File: src/echo_cfg.svh
`ifndef ECHO_CFG_SVH
`define ECHO_CFG_SVH

`define ECHO_PTR_BITS    13           // Byte pointer width for 8192 samples in 2048 words
`define ECHO_BASE_ADDR   32'h33000000 // First word address of the delay line
`define ECHO_BUSY_CYCLES 3            // Busy stays high this long for every access
`define ECHO_MIN_GAP     16           // Sample strobes never come closer than this

// Delay in samples for each effect
`define ECHO_DLY_SLAP    300
`define ECHO_DLY_SHORT   1000
`define ECHO_DLY_LONG    4000
`define ECHO_DLY_DOUBLE  40

// Right shift applied to the delayed sample for each effect
`define ECHO_SHIFT_SLAP   1
`define ECHO_SHIFT_SHORT  1
`define ECHO_SHIFT_LONG   2
`define ECHO_SHIFT_DOUBLE 0

`endif

File: src/echoMixer.sv
`timescale 1ns/10ps

module echoMixer (
    input  logic       clk,
    input  logic       rst,
    input  logic       delayedValid, // Delayed sample is ready
    input  logic [7:0] delayed,      // Signed delayed sample
    input  logic [7:0] dryOut,       // Signed dry sample
    input  logic [1:0] shift,        // Arithmetic right shift of the delayed sample
    input  logic       bypass,       // Pass the dry sample unchanged
    output logic [7:0] mixOut,       // Signed mixed sample
    output logic       mixValid      // One cycle per output sample
);

    logic signed [7:0] dry;     // Signed view of the dry sample
    logic signed [7:0] scaled;  // Attenuated delayed sample
    logic signed [8:0] sum;     // One extra bit catches overflow
    logic        [7:0] satSum;  // Sum clamped to the 8-bit range
    logic        [7:0] mixNext; // Value loaded on delayedValid

    always_comb begin
        dry    = $signed(dryOut);
        scaled = $signed(delayed) >>> shift; // Sign bit is replicated
        sum    = {dry[7], dry} + {scaled[7], scaled};
        if (sum[8] != sum[7]) begin
            // The two top bits disagree only when the true sum left the range
            satSum = sum[8] ? 8'h80 : 8'h7f;
        end else begin
            satSum = sum[7:0];
        end
        mixNext = bypass ? dryOut : satSum;
    end

    always_ff @(posedge clk or posedge rst) begin
        if (rst) begin
            mixValid <= 1'b0;
        end else begin
            mixValid <= delayedValid; // Exactly one cycle behind
        end
    end

    always_ff @(posedge clk) begin
        if (delayedValid) begin
            mixOut <= mixNext;
        end
    end

endmodule

File: config.mk
export PLATFORM = sky130hd
export DESIGN_NAME = echoMixer
export DESIGN_NICKNAME = d
export VERILOG_FILES = /design/src/echo_cfg.svh /design/src/echoMixer.sv
export SDC_FILE = /design/constraint.sdc
export NUM_CORES = 1
export LEC_CHECK = 0
export BUFFER_PORTS_ARGS = -buffer_cell sky130_fd_sc_hd__buf_2
export CORE_MARGIN = 2
export CORE_UTILIZATION = 50
export CTS_CLUSTER_DIAMETER = 150
export DETAILED_ROUTE_END_ITERATION = 7
export HOLD_SLACK_MARGIN = 0.15
export PLACE_DENSITY_LB_ADDON = 0.25
export REMOVE_ABC_BUFFERS = 1
export SETUP_SLACK_MARGIN = 0.3
export SLEW_MARGIN = 15
export SYNTH_ARGS = -nofsm -noshare
export SYNTH_HDL_FRONTEND = slang
export SYNTH_SLANG_ARGS = --single-unit
File: constraint.sdc
create_clock -name clk -period 0.8 [get_ports clk]
set_input_delay 0.08 -clock clk [delete_from_list [all_inputs] [get_ports clk]]
set_output_delay 0.08 -clock clk [all_outputs]
set_load 0.1 [all_outputs]
==> results of run 1 <==
[per-stage QoR]
stage	setup TNS, ns	hold WS [ns]
3_5_place_dp	-14.46	-0.07046
3_3_place_gp	-13.55	-0.08769
2_1_floorplan	-13.74	-0.1913
4_1_cts	-11.98	0.03825
[logic make-up after synthesis]
kind of cell,count (synthesis),synth area share [%]
xor gates and xnor gates,3,2.596
buffers and inverters,11,4.326
AOI/OAI and AO/OA,37,26.45
DFF,9,26.20
adders and majority gates,9,11.87
and+or+nand+nor,28,16.19
muxes,12,12.36
[repair_timing]
item                                   CTS
buffers inserted                         3
gates resized for setup                 40
hold buffers                             1
endpoints found under the hold margin    2
setup endpoints to repair               17
pin swaps                               18
==> impl_metrics.json, run 1 <==
{
  "outcome": "aborted with a tool error",
  "stop_stage": "global routing (5_1_grt)",
  "error_line": "[ERROR DPL-0038] Utilization greater than 100%, impossible to legalize",
  "place_ws_ns": -1.916,
  "avgSynthCellArea_um2": 9.286,
  "worstEpCategory": "register data pin",
  "grt_max_degree": 11,
  "clock_path_buffers": 2,
  "yosys_register_bits": 9,
  "num_io_pins": 31,
  "worst_endpoint": "mixOut[4]$_DFFE_PP_/D",
  "h-tree-depth": 1,
  "placementRows": 16,
  "syn_area_um2": 1012,
  "root_buffer": "clkbuf_4",
  "synth-main-ff-cell": "edfxtp_1",
  "yosysWarnings": 0,
  "cts_sinks": 9,
  "place.gp.congestion": 0.8523,
  "async_flop_share_pct": 11.11,
  "numPortBuffers": 30,
  "synth_top_area_share_pct": 23.73,
  "cts_buffers": 3,
  "fp.dieH_um": 49.00,
  "synthTopCellsByCount": "edfxtp_1, ha_1, mux2i_1, o21ai_0",
  "start_util_pct": 52.13,
  "placedCellCount": 203,
  "syn_inst": 109,
  "yosysUniqueCellTypes": 40,
  "hpwl_um": 2496,
  "die_x_um": 49.00,
  "yosysSeqAreaShare_pct": 26.21,
  "yosys.area.top_type": "edfxtp_1",
  "synth-edff-count": 8,
  "post_dp_cell_area_um2": 1622,
  "synth.area.top_cells": "edfxtp_1, ha_1, mux2i_1"
}
==> inputs of run 2 (changes only) <==
==> config.mk (replaced) <==
export PLATFORM = sky130hd
export DESIGN_NAME = echoMixer
export DESIGN_NICKNAME = d
export VERILOG_FILES = /design/src/echo_cfg.svh /design/src/echoMixer.sv
export SDC_FILE = /design/constraint.sdc
export NUM_CORES = 1
export LEC_CHECK = 0
export BUFFER_PORTS_ARGS = -buffer_cell sky130_fd_sc_hd__buf_2
export CORE_AREA = 2 2 63 65
export DETAILED_ROUTE_END_ITERATION = 7
export DIE_AREA = 0 0 65 67
export PLACE_DENSITY_LB_ADDON = 0.15
export REMOVE_ABC_BUFFERS = 1
export SLEW_MARGIN = 15
export SYNTH_ARGS = -nofsm -noshare
export SYNTH_HDL_FRONTEND = slang
export SYNTH_SLANG_ARGS = --single-unit
==> impl_metrics.json, run 2 <==
{
  "outcome": "finished, violations left",
  "violations": "negative setup slack",
  "hpwl_um": 2375,
  "post_dp_cell_area_um2": 1670,
  "clock_path_buffers": 2,
  "synth-main-ff-cell": "edfxtp_1",
  "peakVddDrop_mv": 0.5130,
  "grt_pass1_vias": 1211,
  "drc": 0,
  "placementRows": 22,
  "die_x_um": 65,
  "async_flop_share_pct": 11.11,
  "ant_nets": 0,
  "cellLeakagePower_nw": 0.8954,
  "yosysWarnings": 0,
  "synthTopCellsByCount": "edfxtp_1, ha_1, mux2i_1, o21ai_0",
  "fillers": 318,
  "drt_first_pass_iters": 4,
  "hp-class": "input port to register",
  "drtIter0Drc": 4,
  "grtUsageTotal_pct": 14.78,
  "fin_ws_ns": -1.343,
  "start_util_pct": 28.07,
  "endpoint_kind": "register",
  "period_minus_slack_ns": 2.143,
  "worst_setup_path_start_kind": "input port",
  "fin_crit_sh_pct": 267.9,
  "reg_top3": "mixOut: 8 flops, mixValid: 1 flops",
  "syn_inst": 109,
  "num_io_pins": 31,
  "core_um2": 3606,
  "cts_tree": "done",
  "cts_buffers": 3,
  "drt_wl_total_um": 3028,
  "avgSynthCellArea_um2": 9.286,
  "yosysUniqueCellTypes": 40,
  "finalPower_mw": 3.357,
  "mostFrequentLayoutCells": "buf_4, buf_2, buf_6",
  "max_freq_ghz": 0.4666,
  "finalSetupViolCount": 17,
  "h-tree-depth": 1,
  "maxCapViolCount": 0,
  "critPathRequiredTime_ns": 0.77,
  "rsz0062_at_grt": "true",
  "place.gp.congestion": 0.8081,
  "antennaDiodeCount": 0,
  "synth-edff-count": 8,
  "yosys.area.top_type": "edfxtp_1",
  "num_vias": 1146,
  "grt-ovfl-total": 0,
  "powerDensity_nw_per_um2": 1625,
  "top_register": "mixOut",
  "largest_reg_flops": 8,
  "yosysSeqAreaShare_pct": 26.21,
  "numPortBuffers": 30,
  "slew_viol_final": 0,
  "hold_viol_final": 0,
  "crit_path_max_fanout": 4,
  "grt_pass1_wl_um": 4981,
  "cts_sinks": 9,
  "worst_slew_pin_slew_ns": 0.5054,
  "final_common_cell": "buf_4",
  "critPathArrivalTime_ns": 2.11,
  "path_clk_slew_ns": 0.04,
  "fin_area_um2": 2066,
  "fin_hold_ws_ns": 0.08525,
  "die_area_um2": 4355,
  "syn_area_um2": 1012,
  "wl_per_cell_um": 12.72,
  "nNetsFinal": 222,
  "synth_top_area_share_pct": 23.73,
  "critical_path_class": "input port to register",
  "area_growth_pct": 104.1,
  "finalSetupTns_ns": -11.07,
  "drive_gt1_share_pct": 67.37,
  "slew_headroom_pct": 65.83,
  "fp.dieH_um": 67,
  "antenna_found_initial": 0,
  "yosys_register_bits": 9,
  "synth.area.top_cells": "edfxtp_1, ha_1, mux2i_1",
  "grt_max_degree": 11,
  "place_ws_ns": -1.848,
  "root_buffer": "clkbuf_8",
  "routed_via_density": 4.815
}
-- run 2: cell counts after synthesis --
Identical to the previous run, type by type.
-- run 2: worst paths after layout --
check,from,endpoint,slack (ns),depth (start not counted)
setup / recovery,shift[0],mixOut[5],-1.34,10
hold / removal,delayedValid,mixValid,0.09,1
max in group asynchronous,rst,mixValid,0.47,3
min in group asynchronous,rst,mixValid,0.23,3
-- run 2: timing repair --
item | in CTS | in global routing
pin swaps | 22 | 19
setup buffers | 5 | 4
endpoints found under the setup margin | 17 | 17
endpoints found under the hold margin | 1 | 0
resized for setup | 54 | 18
hold buffers | 1 | 0
-- run 2: metrics by stage --
step / util (%) / cells
finish: 57.29 / 238
global route: 57.29 / 238
CTS: 54.89 / 236
detailed placement: 46.32 / 227
global placement: 46.32 / 227
floorplan: - / 105
-- run 2: final cells by class --
cell class / instances / area (um^2) / area share (%)
Tap cell: 48 / 60.06 / 2.907
Multi-Input combinational cell: 89 / 944.7 / 45.73
Inverter: 7 / 26.28 / 1.272
Timing Repair Buffer: 81 / 724.4 / 35.07
Sequential cell: 9 / 265.3 / 12.84
Clock buffer: 4 / 45.04 / 2.180
-- run 2: layer usage --
metal	vias up	wire, um	track usage, %
li1	579	-	-
met1	527	1109	14.09
met2	31	1739	31.70
met3	9	102	1.520
met4	0	76	5.319
met5	-	0	0
-- run 2: cells by family after synthesis --
logic type / Yosys count / share of synthesized area [%]
AND/OR/NAND/NOR: 28 / 16.19
buffers and inverters: 11 / 4.326
AO/OA/AOI/OAI: 37 / 26.45
multiplexers: 12 / 12.36
XOR/XNOR: 3 / 2.596
adder cells (fa/ha/maj): 9 / 11.87
flip-flops: 9 / 26.20
-- run 2: power breakdown --
group / internal, mW / total, mW / switching [mW]
Clock: 0.345 / 0.502 / 0.157
Sequential: 0.601 / 0.647 / 0.0469
Combinational: 1.06 / 2.21 / 1.15
-- run 2: critical path: stages --
cell and delay, ns:
buf_6 0.10, mux2_4 0.29, mux2_4 0.28, ha_4 0.27
buf_6 0.13, a21oi_4 0.13, o21ai_2 0.08, o21a_1 0.24
and3_4 0.21, o311a_1 0.29
No activity file was read; power rests on OpenSTA's default activity.
