File: src/echo_cfg.svh
`ifndef ECHO_CFG_SVH
`define ECHO_CFG_SVH

`define ECHO_PTR_BITS    13           // Byte pointer width for 8192 samples in 2048 words
`define ECHO_BASE_ADDR   32'h33000000 // First word address of the delay line
`define ECHO_BUSY_CYCLES 3            // Busy stays high this long for every access
`define ECHO_MIN_GAP     16           // Sample strobes never come closer than this

// Delay in samples for each effect
`define ECHO_DLY_SLAP    300
`define ECHO_DLY_SHORT   1000
`define ECHO_DLY_LONG    4000
`define ECHO_DLY_DOUBLE  40

// Right shift applied to the delayed sample for each effect
`define ECHO_SHIFT_SLAP   1
`define ECHO_SHIFT_SHORT  1
`define ECHO_SHIFT_LONG   2
`define ECHO_SHIFT_DOUBLE 0

`endif

File: src/echoPkg.sv
package echoPkg;

    // Effect selection as seen on the effect input pins
    typedef enum logic [2:0] {
        BYPASS    = 3'd0, // Dry signal only
        SLAPBACK  = 3'd1, // Short single repeat
        SHORTECHO = 3'd2, // Medium delay at half level
        LONGECHO  = 3'd3, // Long delay at quarter level
        DOUBLING  = 3'd4  // Very short delay at full level
    } effectCode; // Codes 5 to 7 fall back to the dry signal

    // One SRAM word holding four consecutive samples
    typedef union packed {
        logic [31:0]     word;  // Whole word as seen on the bus
        logic [3:0][7:0] bytes; // Byte 0 carries the oldest sample of the four
    } sramWord;

endpackage

File: src/effectDecoder.sv
`timescale 1ns/10ps
`include "echo_cfg.svh"

module effectDecoder import echoPkg::*; (
    input  logic                      clk,
    input  logic                      rst,
    input  logic                      sampleValid, // One cycle per incoming sample
    input  logic [7:0]                sampleIn,    // Signed dry sample
    input  logic [2:0]                effect,      // Raw effect code from the outside
    output logic                      record,      // Store the captured sample
    output logic                      search,      // Fetch the delayed sample
    output logic                      modeChange,  // Effect differs from last cycle
    output logic                      bypass,      // Mixer passes the dry sample only
    output logic [`ECHO_PTR_BITS-1:0] offset,      // Delay in samples
    output logic [1:0]                shift,       // Attenuation of the delayed sample
    output logic [7:0]                dryOut       // Sample held for the controller and mixer
);

    effectCode effectReg;  // Effect code sampled every cycle
    effectCode effectPrev; // Its value one cycle earlier

    always_ff @(posedge clk or posedge rst) begin
        if (rst) begin
            effectReg  <= BYPASS; // Start as if the dry path was selected
            effectPrev <= BYPASS;
            record     <= 1'b0;
            search     <= 1'b0;
        end else begin
            effectReg  <= effectCode'(effect); // Codes 5 to 7 are kept and decoded below
            effectPrev <= effectReg;
            record     <= sampleValid; // First stage of the strobe sequencer
            search     <= record;      // Second stage follows one cycle later
        end
    end

    // Dry sample stays put until the next strobe
    always_ff @(posedge clk) begin
        if (sampleValid) begin
            dryOut <= sampleIn;
        end
    end

    assign modeChange = (effectReg != effectPrev); // Pulses once per change

    // Table lookup of delay and gain
    always_comb begin
        bypass = 1'b0;
        offset = '0;
        shift  = 2'd0;
        case (effectReg)
            SLAPBACK: begin
                offset = `ECHO_PTR_BITS'(`ECHO_DLY_SLAP);
                shift  = 2'(`ECHO_SHIFT_SLAP);
            end
            SHORTECHO: begin
                offset = `ECHO_PTR_BITS'(`ECHO_DLY_SHORT);
                shift  = 2'(`ECHO_SHIFT_SHORT);
            end
            LONGECHO: begin
                offset = `ECHO_PTR_BITS'(`ECHO_DLY_LONG);
                shift  = 2'(`ECHO_SHIFT_LONG);
            end
            DOUBLING: begin
                offset = `ECHO_PTR_BITS'(`ECHO_DLY_DOUBLE);
                shift  = 2'(`ECHO_SHIFT_DOUBLE);
            end
            default: begin
                bypass = 1'b1; // BYPASS and the unused codes 5 to 7
            end
        endcase
    end

endmodule

File: config.mk
export PLATFORM = sky130hd
export DESIGN_NAME = effectDecoder
export DESIGN_NICKNAME = d
export VERILOG_FILES = /design/src/echoPkg.sv /design/src/effectDecoder.sv
export VERILOG_INCLUDE_DIRS = /design/src
export SDC_FILE = /design/constraint.sdc
export NUM_CORES = 1
export LEC_CHECK = 0
export BUFFER_PORTS_ARGS = -buffer_cell sky130_fd_sc_hd__buf_2
export CORE_MARGIN = 1
export CORE_UTILIZATION = 42
export DETAILED_ROUTE_END_ITERATION = 12
export GPL_ROUTABILITY_DRIVEN = 0
export PLACE_DENSITY_LB_ADDON = 0.2
export SYNTH_ARGS = -nofsm -noshare
export SYNTH_HDL_FRONTEND = slang
export SYNTH_SLANG_ARGS = --single-unit
File: constraint.sdc
create_clock -name clk -period 2.55 [get_ports clk]
set_input_delay 0.1275 -clock clk [delete_from_list [all_inputs] [get_ports clk]]
set_output_delay 0.1275 -clock clk [all_outputs]
set_load 0.01 [all_outputs]
==> results of run 1 <==
-- worst max-delay path by stage --
stage,from,endpoint,slack (ps),cells past startpoint
after floorplan,effectReg[2],offset[11],1310,5
after global placement,effectReg[2],offset[10],1390,4
after detailed placement,effectReg[2],offset[10],1350,4
after CTS,effectReg[2],offset[10],1040,4
after global routing,effectReg[2],offset[10],950,4
final,effectReg[2],offset[10],1070,4
-- routing by layer --
metal | vias to the layer above | share of wire [%] | GRT usage, %
li1 | 206 | - | -
met1 | 172 | 46 | 14.8
met3 | 0 | 9.1 | 1.63
met5 | - | 0 | 0
met4 | 0 | 0 | 2.50
met2 | 31 | 45 | 17.6
-- what timing repair did --
item                      in CTS  in global routing
hold buffers                   4                  0
hold endpoints to repair      11                  0
resized for setup              0                  0
-- synthesized netlist by cell type, types with 3 or more instances --
cell and instances:
nor2_1 3, dfrtp_1 8, buf_4 7, edfxtp_1 8, xnor2_1 6
-- state kept, by name, summed over array words and instances (netlist names) --
signal / cells
dryOut: 8
effectPrev: 3
effectReg: 3
record: 1
search: 1
-- cell usage in the layout (no fill, tap or decap) --
master and count:
nand3_1 1, dfrtp_1 8, buf_2 36, o22ai_1 1, xnor2_1 6, xor2_1 1
nor2_2 1, dlygate4sd3_1 4, and2_1 1, nor3b_1 1, edfxtp_1 8, nand2b_2 1
clkbuf_1 1, inv_1 1, nor2_1 3, clkbuf_4 3, conb_1 4, inv_2 1
-- metrics by stage --
| stage | cells | utilization [%] | worst slack, ps |
|---|---|---|---|
| after floorplan | 47 | - | 1310 |
| after global placement | 89 | 57.4 | 1390 |
| after detailed placement | 89 | 57.4 | 1350 |
| after CTS | 97 | 62.3 | 1040 |
| after global routing | 97 | 62.3 | 955 |
| final | 97 | 62.3 | 1070 |
-- critical path: cells and delay by family, from the launching register on --
family	cells	cell delay [ps]
AND/OR/NAND/NOR	2	390
buffers and inverters	2	200
flip-flops	1	500
-- where the power goes --
part           total [W]  switching (W)  internal [W]
registers       0.000300      0.0000107      0.000289
clock network   0.000128      0.0000676     0.0000604
logic          0.0000742      0.0000372     0.0000370
total           0.000502       0.000116      0.000386
-- area by class of cell --
cell class	count	area [sq um]	share of cell area, %
clock buffers	4	26.3	3.13
inverters	2	7.51	0.893
multi-input cells	20	128	15.2
flip-flops and latches	16	440	52.4
well taps	15	18.8	2.23
repair buffers	40	220	26.2
-- cells by family after synthesis --
kind of cell	Yosys count
flops	16
buf+inv	11
simple gates	8
xor+xnor	7
compound gates	1
other cells	1
==> results.toml, run 1 <==
[die]
fp.dieH_um = 40.8
fp.coreArea_sq_um = 1350
die_area_sq_um = 1670
row_count = 13
num_io_pins = 41
initial_core_util_pct = 46.9
die_w_um = 40.8

[detailed_routing]
postRouteAntennaNets = 0
wirelength_um = 938
wl_per_cell_um = 9.67
drtIter0Drc = 3
avgViaCountPerCell = 4.22
drc = 0
first_pass_iters = 2
dr_total_vias = 409

[synthesis]
synth-simple-area-share_pct = 7.11
synth_top_family_by_area = "buffers and inverters"
yosysUniqueCellTypes = 17
synth_compound_area_share_pct = 0.988
yosys.area.top_type_share_pct = 37.9
synth_fa_ha_area_share_pct = 0
synthFlopType = "edfxtp_1"
netlist_top_cells_area = "edfxtp_1 (38%), dfrtp_1 (32%), buf_4 (8.3%)"
synth_cells = 44
synth_seq_area_share_pct = 69.6
synthesis.area_sq_um = 633
ys_ff_latch = 16
synth_area_per_cell_sq_um = 14.4
yosysWarnings = 0
async_flop_share_pct = 50.0
synthMuxAreaShare_pct = 0
synth_edf_count = 8
synth.largest_area_cell = "edfxtp_1"
synthXorXnorAreaFrac_pct = 9.68

[sta]
setup_violations = 0
skew_ps = 6.57
fin_crit_sh_pct = 58.1
holdWs_ps = 26.5
fin_crit_ps = 1480
rsz0062_at_grt = "no"
timing.final.hold_violations = 0
finalSetupTns_ps = 0
drv_slew = 0
fmax_ghz = 0.675

[global_routing]
overflow = 0
grt_start_max_net_pins = 10
track_usage_pct = 10.7
antenna_found_initial = 0
grt_pass1_vias = 275
grt_pass1_wl_um = 1130

[power]
ir_drop_mv = 0.516
leakagePower_nw = 0.411
power.density_nw_per_um2 = 597
p_total_w = 0.000502

[clock_network]
postCtsSetupBuffers = 0
clkLatencyLatePin_ps = 270
cts_num_sinks = 16
htree_levels = 1
tritoncts = "built"
cts-root-buf = "clkbuf_4"
clockBufferDepth = 2
cts_made_buffers = 3
clk_pin_slew_ps = 90

[hold_path]
min_delay_path_depth = 1
min_from = "sampleIn[6]"
hold_path_class = "in2reg"
holdPathEnd = "dryOut[6]"

[worst_setup_path]
max_stage_delay_ps = 500
crit_path_start_kind = "flop"
cpMaxStageDelayCell = "dfrtp_1"
required_ps = 2420
crit_type = "reg2out"
worstPathArrival_ps = 1350
reg2reg_from = "effectReg[2]"
reg2reg_to = "effectPrev[2]"
ff2ff_path_depth = 0
end_kind = "output pin"
crit_chain = "nand2b_2 -> inv_2 -> and2_1 -> buf_2"
reg2reg_slack_ps = 1890
worstPathMaxFanout = 9

[cells_and_area]
syn_to_final_growth_pct = 32.8
fin_nets = 97
drive_gt1_share_pct = 51.2
nFillCells = 108
n_antenna_cell = 0
stdcell_area_sq_um = 841

[placement]
port_buffers = 36
dp_hpwl_um = 752
dpl-instance-area_sq_um = 774

[job]
drv_cap = 0

[outcome]
status = "completed"
Power figures use the tool's default switching activity.
==> inputs of run 2 (changes only) <==
--- a/config.mk
+++ b/config.mk
@@ -8,7 +8,7 @@
 export LEC_CHECK = 0
 export BUFFER_PORTS_ARGS = -buffer_cell sky130_fd_sc_hd__buf_2
 export CORE_MARGIN = 1
-export CORE_UTILIZATION = 42
+export CORE_UTILIZATION = 39
 export DETAILED_ROUTE_END_ITERATION = 12
 export GPL_ROUTABILITY_DRIVEN = 0
 export PLACE_DENSITY_LB_ADDON = 0.2
==> constraint.sdc (replaced) <==
create_clock -name clk -period 1.4 [get_ports clk]
set_input_delay 0.07 -clock clk [delete_from_list [all_inputs] [get_ports clk]]
set_output_delay 0.07 -clock clk [all_outputs]
set_load 0.01 [all_outputs]
==> run 2 against run 1 <==
Against the previous run:
- die area rose by 7.3%
- sequential share of layout area down 6.9 points
- final cell count is 13% higher
- clock skew shrank 6.3 ps
- first-iteration DRC count stayed put
- register-to-register slack got worse by 1200 ps
- global-route usage increased by 4.5 points
- critical path type unchanged
- highest routed layer is now met4
==> results.toml, run 2 (synthesized netlist as in run 1, its figures left out) <==
[outcome]
status = "completed"

[worst_setup_path]
worstPathArrival_ps = 1260
reg2reg_to = "effectPrev[2]"
cpLargestDelayFamily = "flip-flops"
reg2reg_from = "effectReg[2]"
crit_type = "reg2out"
worst-path-buf-inv = 2
required_ps = 1330
crit_path_start_kind = "flop"
worstPathMaxFanout = 7
max_stage_delay_ps = 490
cpMaxStageDelayCell = "dfrtp_2"
crit_cells = 4
ff2ff_path_depth = 1
end_kind = "output pin"
reg2reg_slack_ps = 700
crit_chain = "buf_4 -> xnor2_1 -> nor2_1 -> buf_2"

[cells_and_area]
stdcell_count = 110
final_common_cell = "buf_2"
fin_nets = 110
drive_gt1_share_pct = 54.3
regMostFlops = "dryOut"
top_regs = "dryOut (8), effectPrev (3), effectReg (3)"
final_cell_mix = "buf_2 (36), dlygate4sd3_1 (12), edfxtp_1 (8)"
syn_to_final_growth_pct = 54.3
n_antenna_cell = 0
largest_reg_flops = 8
nFillCells = 128
utilization_pct = 64.9

[power]
power.switching_w = 0.000229
leakagePower_nw = 0.477
pwr-share-seq_pct = 57.5
clock_power_share_pct = 24.3
swShare_pct = 24.1
ir_drop_mv = 0.671
p_comb_share_pct = 18.2
internal-power_w = 0.000722
power.density_nw_per_um2 = 973
p_total_w = 0.000951

[clock_network]
cts_num_sinks = 16
clk_pin_slew_ps = 90
cts-root-buf = "clkbuf_4"
cts_made_buffers = 3
clockBufferDepth = 2
htree_levels = 1
clkLatencyLatePin_ps = 280
tritoncts = "built"

[detailed_routing]
wirelength_um = 1250
drtIter0Drc = 3
drc = 0
wl_per_cell_um = 11.4
dr_total_vias = 452
first_pass_iters = 2
avgViaCountPerCell = 4.11
postRouteAntennaNets = 0

[die]
fp.coreArea_sq_um = 1510
die_w_um = 42.3
row_count = 14
initial_core_util_pct = 42.0
fp.dieH_um = 42.3
die_area_sq_um = 1790
num_io_pins = 41

[hold_path]
min_delay_path_depth = 1
holdPathEnd = "record"
hold_path_class = "in2reg"
min_from = "sampleValid"

[sta]
fmax_ghz = 0.753
drv_slew = 0
setup_violations = 0
finalWorstSetupSlack_ps = 72.4
fin_crit_ps = 1330
timing.final.hold_violations = 0
skew_ps = 0.283
fin_crit_sh_pct = 94.8
finalSetupTns_ps = 0
rsz0062_at_grt = "no"

[global_routing]
track_usage_pct = 15.2
antenna_found_initial = 0
grt_start_max_net_pins = 10
grt_pass1_vias = 489
overflow = 0
grt_pass1_wl_um = 1950

[placement]
place_ws_ps = 243
dp_cells = 90
port_buffers = 36
dp_hpwl_um = 752

[job]
drv_cap = 0
-- run 2: cell count changes in the layout (fill, tap and decap cells not counted), sizes merged --
cell         previous run  this run
clkbuf                  4         3
buf                    36        41
dlygate4sd3             4        12
-- run 2: power by group through the flow --
stage	Clock [W]	Combinational, W	Sequential (W)
global placement	0	0.000128	0.000555
global route	0.000257	0.000186	0.000551
floorplan	0	0.0000741	0.000561
CTS	0.000239	0.000165	0.000544
detailed placement	0	0.000130	0.000556
finish	0.000231	0.000173	0.000546
-- run 2: how the worst max path moves through the flow --
stage / end / start
global placement: offset[10] / effectReg[2]
CTS: bypass / effectReg[1]
floorplan: offset[11] / effectReg[2]
global route: shift[0] / effectReg[1]
detailed placement: shift[1] / effectReg[2]
finish: shift[0] / effectReg[1]
-- run 2: layer usage --
metal / GRT usage [%] / part of all wire (%) / up-vias
met1: 15.1 / 38 / 205
met4: 8.13 / 0.48 / 0
li1: - / - / 229
met2: 27.1 / 55 / 16
met5: 0 / 0 / -
met3: 5.60 / 5.9 / 2
-- run 2: what timing repair did --
action | CTS | global route
endpoints found under the hold margin | 19 | 0
resized for setup | 1 | 5
hold buffers | 12 | 0
gates cloned | 0 | 0
buffers inserted | 3 | 2
endpoints found under the setup margin | 4 | 6
-- run 2: cell type report --
type | count | area (sq um) | share of cell area, %
Timing Repair Buffer | 53 | 338 | 34.6
Tap cell | 16 | 20.0 | 2.05
Multi-Input combinational cell | 20 | 145 | 14.9
Sequential cell | 16 | 444 | 45.5
Inverter | 2 | 7.51 | 0.768
Clock buffer | 3 | 22.5 | 2.30
-- run 2: through the flow --
step,cell area (sq um),hold WS [ps]
after floorplan,644,-114
after detailed placement,776,17.6
after global placement,776,19.9
after CTS,942,14.1
final,977,21.0
after global routing,977,13.1
==> inputs of run 3 (changes only) <==
--- a/config.mk
+++ b/config.mk
@@ -7,8 +7,10 @@
 export NUM_CORES = 1
 export LEC_CHECK = 0
 export BUFFER_PORTS_ARGS = -buffer_cell sky130_fd_sc_hd__buf_2
+export CELL_PAD_IN_SITES_DETAIL_PLACEMENT = 0
+export CELL_PAD_IN_SITES_GLOBAL_PLACEMENT = 1
 export CORE_MARGIN = 1
-export CORE_UTILIZATION = 39
+export CORE_UTILIZATION = 29
 export DETAILED_ROUTE_END_ITERATION = 12
 export GPL_ROUTABILITY_DRIVEN = 0
 export PLACE_DENSITY_LB_ADDON = 0.2
==> run 3 against run 2 <==
Against the previous run:
- clock power is 3% lower
- sequential power about the same
- via count is 2.0% lower
- count of clock-buffer cells in the layout did not move
- clock skew is 1.3 ps higher
- flip-flop and latch count is the same
- final cell count rose by 7.3%
- critical path depth shrank 1
- fmax is 1.3% higher
- core utilization decreased by 17 points
- critical path type unchanged
- largest cell class unchanged
- highest routed layer is now met3
==> results.toml, run 3 (synthesized netlist as in run 1, its figures left out) <==
[outcome]
status = "completed"

[hold_path]
min_from = "sampleValid"
min_delay_path_depth = 1
hold_path_class = "in2reg"

[detailed_routing]
first_pass_iters = 4
postRouteAntennaNets = 0
drtIter0Drc = 5
drc = 0
wl_per_cell_um = 9.64
wirelength_um = 1140
avgViaCountPerCell = 3.75
dr_total_vias = 443

[die]
die_area_sq_um = 2370
initial_core_util_pct = 31.6
num_io_pins = 41
row_count = 16
fp.dieH_um = 48.7
die_w_um = 48.7
fp.coreArea_sq_um = 2000

[worst_setup_path]
worstPathArrival_ps = 1240
crit_chain = "nor2_2 -> xnor2_1 -> buf_2"
worstPathMaxFanout = 7
ff2ff_path_depth = 1
crit_start = "effectReg[1]"
cpMaxStageDelayCell = "dfrtp_2"
required_ps = 1330
reg2reg_slack_ps = 690
reg2reg_from = "effectReg[2]"
crit_type = "reg2out"
max_stage_delay_ps = 470
crit_path_start_kind = "flop"
end_kind = "output pin"

[sta]
timing.final.hold_violations = 0
fmax_ghz = 0.763
drv_slew = 0
skew_ps = 1.56
setup_violations = 0
finalSetupTns_ps = 0
fin_crit_ps = 1310
fin_crit_sh_pct = 93.6
rsz0062_at_grt = "no"

[cells_and_area]
nFillCells = 196
final_common_cell = "buf_2"
fin_nets = 107
n_antenna_cell = 0
largest_reg_flops = 8
stdcell_area_sq_um = 953
syn_to_final_growth_pct = 50.6
drive_gt1_share_pct = 52.7
regMostFlops = "dryOut"
seqCellArea_sq_um = 444
multi_input_area_sq_um = 130
final_cell_mix = "buf_2 (36), dlygate4sd3_1 (12), edfxtp_1 (8)"
top_regs = "dryOut (8), effectPrev (3), effectReg (3)"

[clock_network]
cts_num_sinks = 16
tritoncts = "built"
htree_levels = 1
cts-root-buf = "clkbuf_4"
clkLatencyLatePin_ps = 270
clockBufferDepth = 2
clk_pin_slew_ps = 80
cts_made_buffers = 3

[placement]
port_buffers = 36
dpl-instance-area_sq_um = 790

[power]
power.density_nw_per_um2 = 975
leakagePower_nw = 0.452
ir_drop_mv = 0.711

[global_routing]
track_usage_pct = 9.99
grt_start_max_net_pins = 10
grt_pass1_vias = 394
antenna_found_initial = 0
grt_pass1_wl_um = 1730
overflow = 0

[job]
drv_cap = 0
run 3: cell count changes in the layout (fill, tap and decap cells not counted), sizes merged:
cell  before  now
buf       41   38
run 3: cell type report:
cell class	instances	share of cell area [%]
multi-input combinational	20	13.6
timing repair buffer	50	33.1
clock buffer	3	2.36
sequential	16	46.6
inverter	2	0.787
tap	27	3.54
run 3: critical path: cells and delay by family (launching register included):
family	cells	cell delay [ps]
simple gates	1	200
flops	1	470
xor+xnor	1	140
buf+inv	1	160
run 3: timing repair:
| action | in CTS | in global routing |
|---|---|---|
| pin swaps | 0 | 0 |
| hold buffers | 12 | 0 |
| buffers inserted | 2 | 0 |
| resized for setup | 1 | 3 |
| endpoints found under the setup margin | 4 | 6 |
| hold endpoints to repair | 19 | 0 |
run 3: routing by layer:
layer / track usage (%) / share of wire [%] / up-vias
met5: 0 / 0 / -
met4: 2.94 / 0 / 0
met3: 4.72 / 6.2 / 0
met2: 18.5 / 56 / 22
met1: 9.68 / 38 / 198
li1: - / - / 223
run 3: where the power goes:
group	internal, W	switching [W]
clock	0.0000995	0.000124
combinational	0.0000865	0.0000752
sequential	0.000527	0.0000164
total	0.000714	0.000216
run 3: path summary, 6_finish.rpt:
check | end
max in group asynchronous | effectReg[2]
max reg2reg | effectPrev[2]
min reg2reg | search
min | record
max | offset[5]
min in group asynchronous | search
run 3: per-stage QoR:
stage	hold WS, ps	std cells	total power, W	util (%)	setup slack, ps
after floorplan	-114	47	0.000635	-	214
after global placement	21.2	101	0.000682	39.4	283
after detailed placement	22.2	101	0.000685	39.4	262
after CTS	20.8	118	0.000942	47.4	20.7
after global routing	9.81	118	0.000987	47.6	12.0
final	37.9	118	0.000929	47.6	90.1
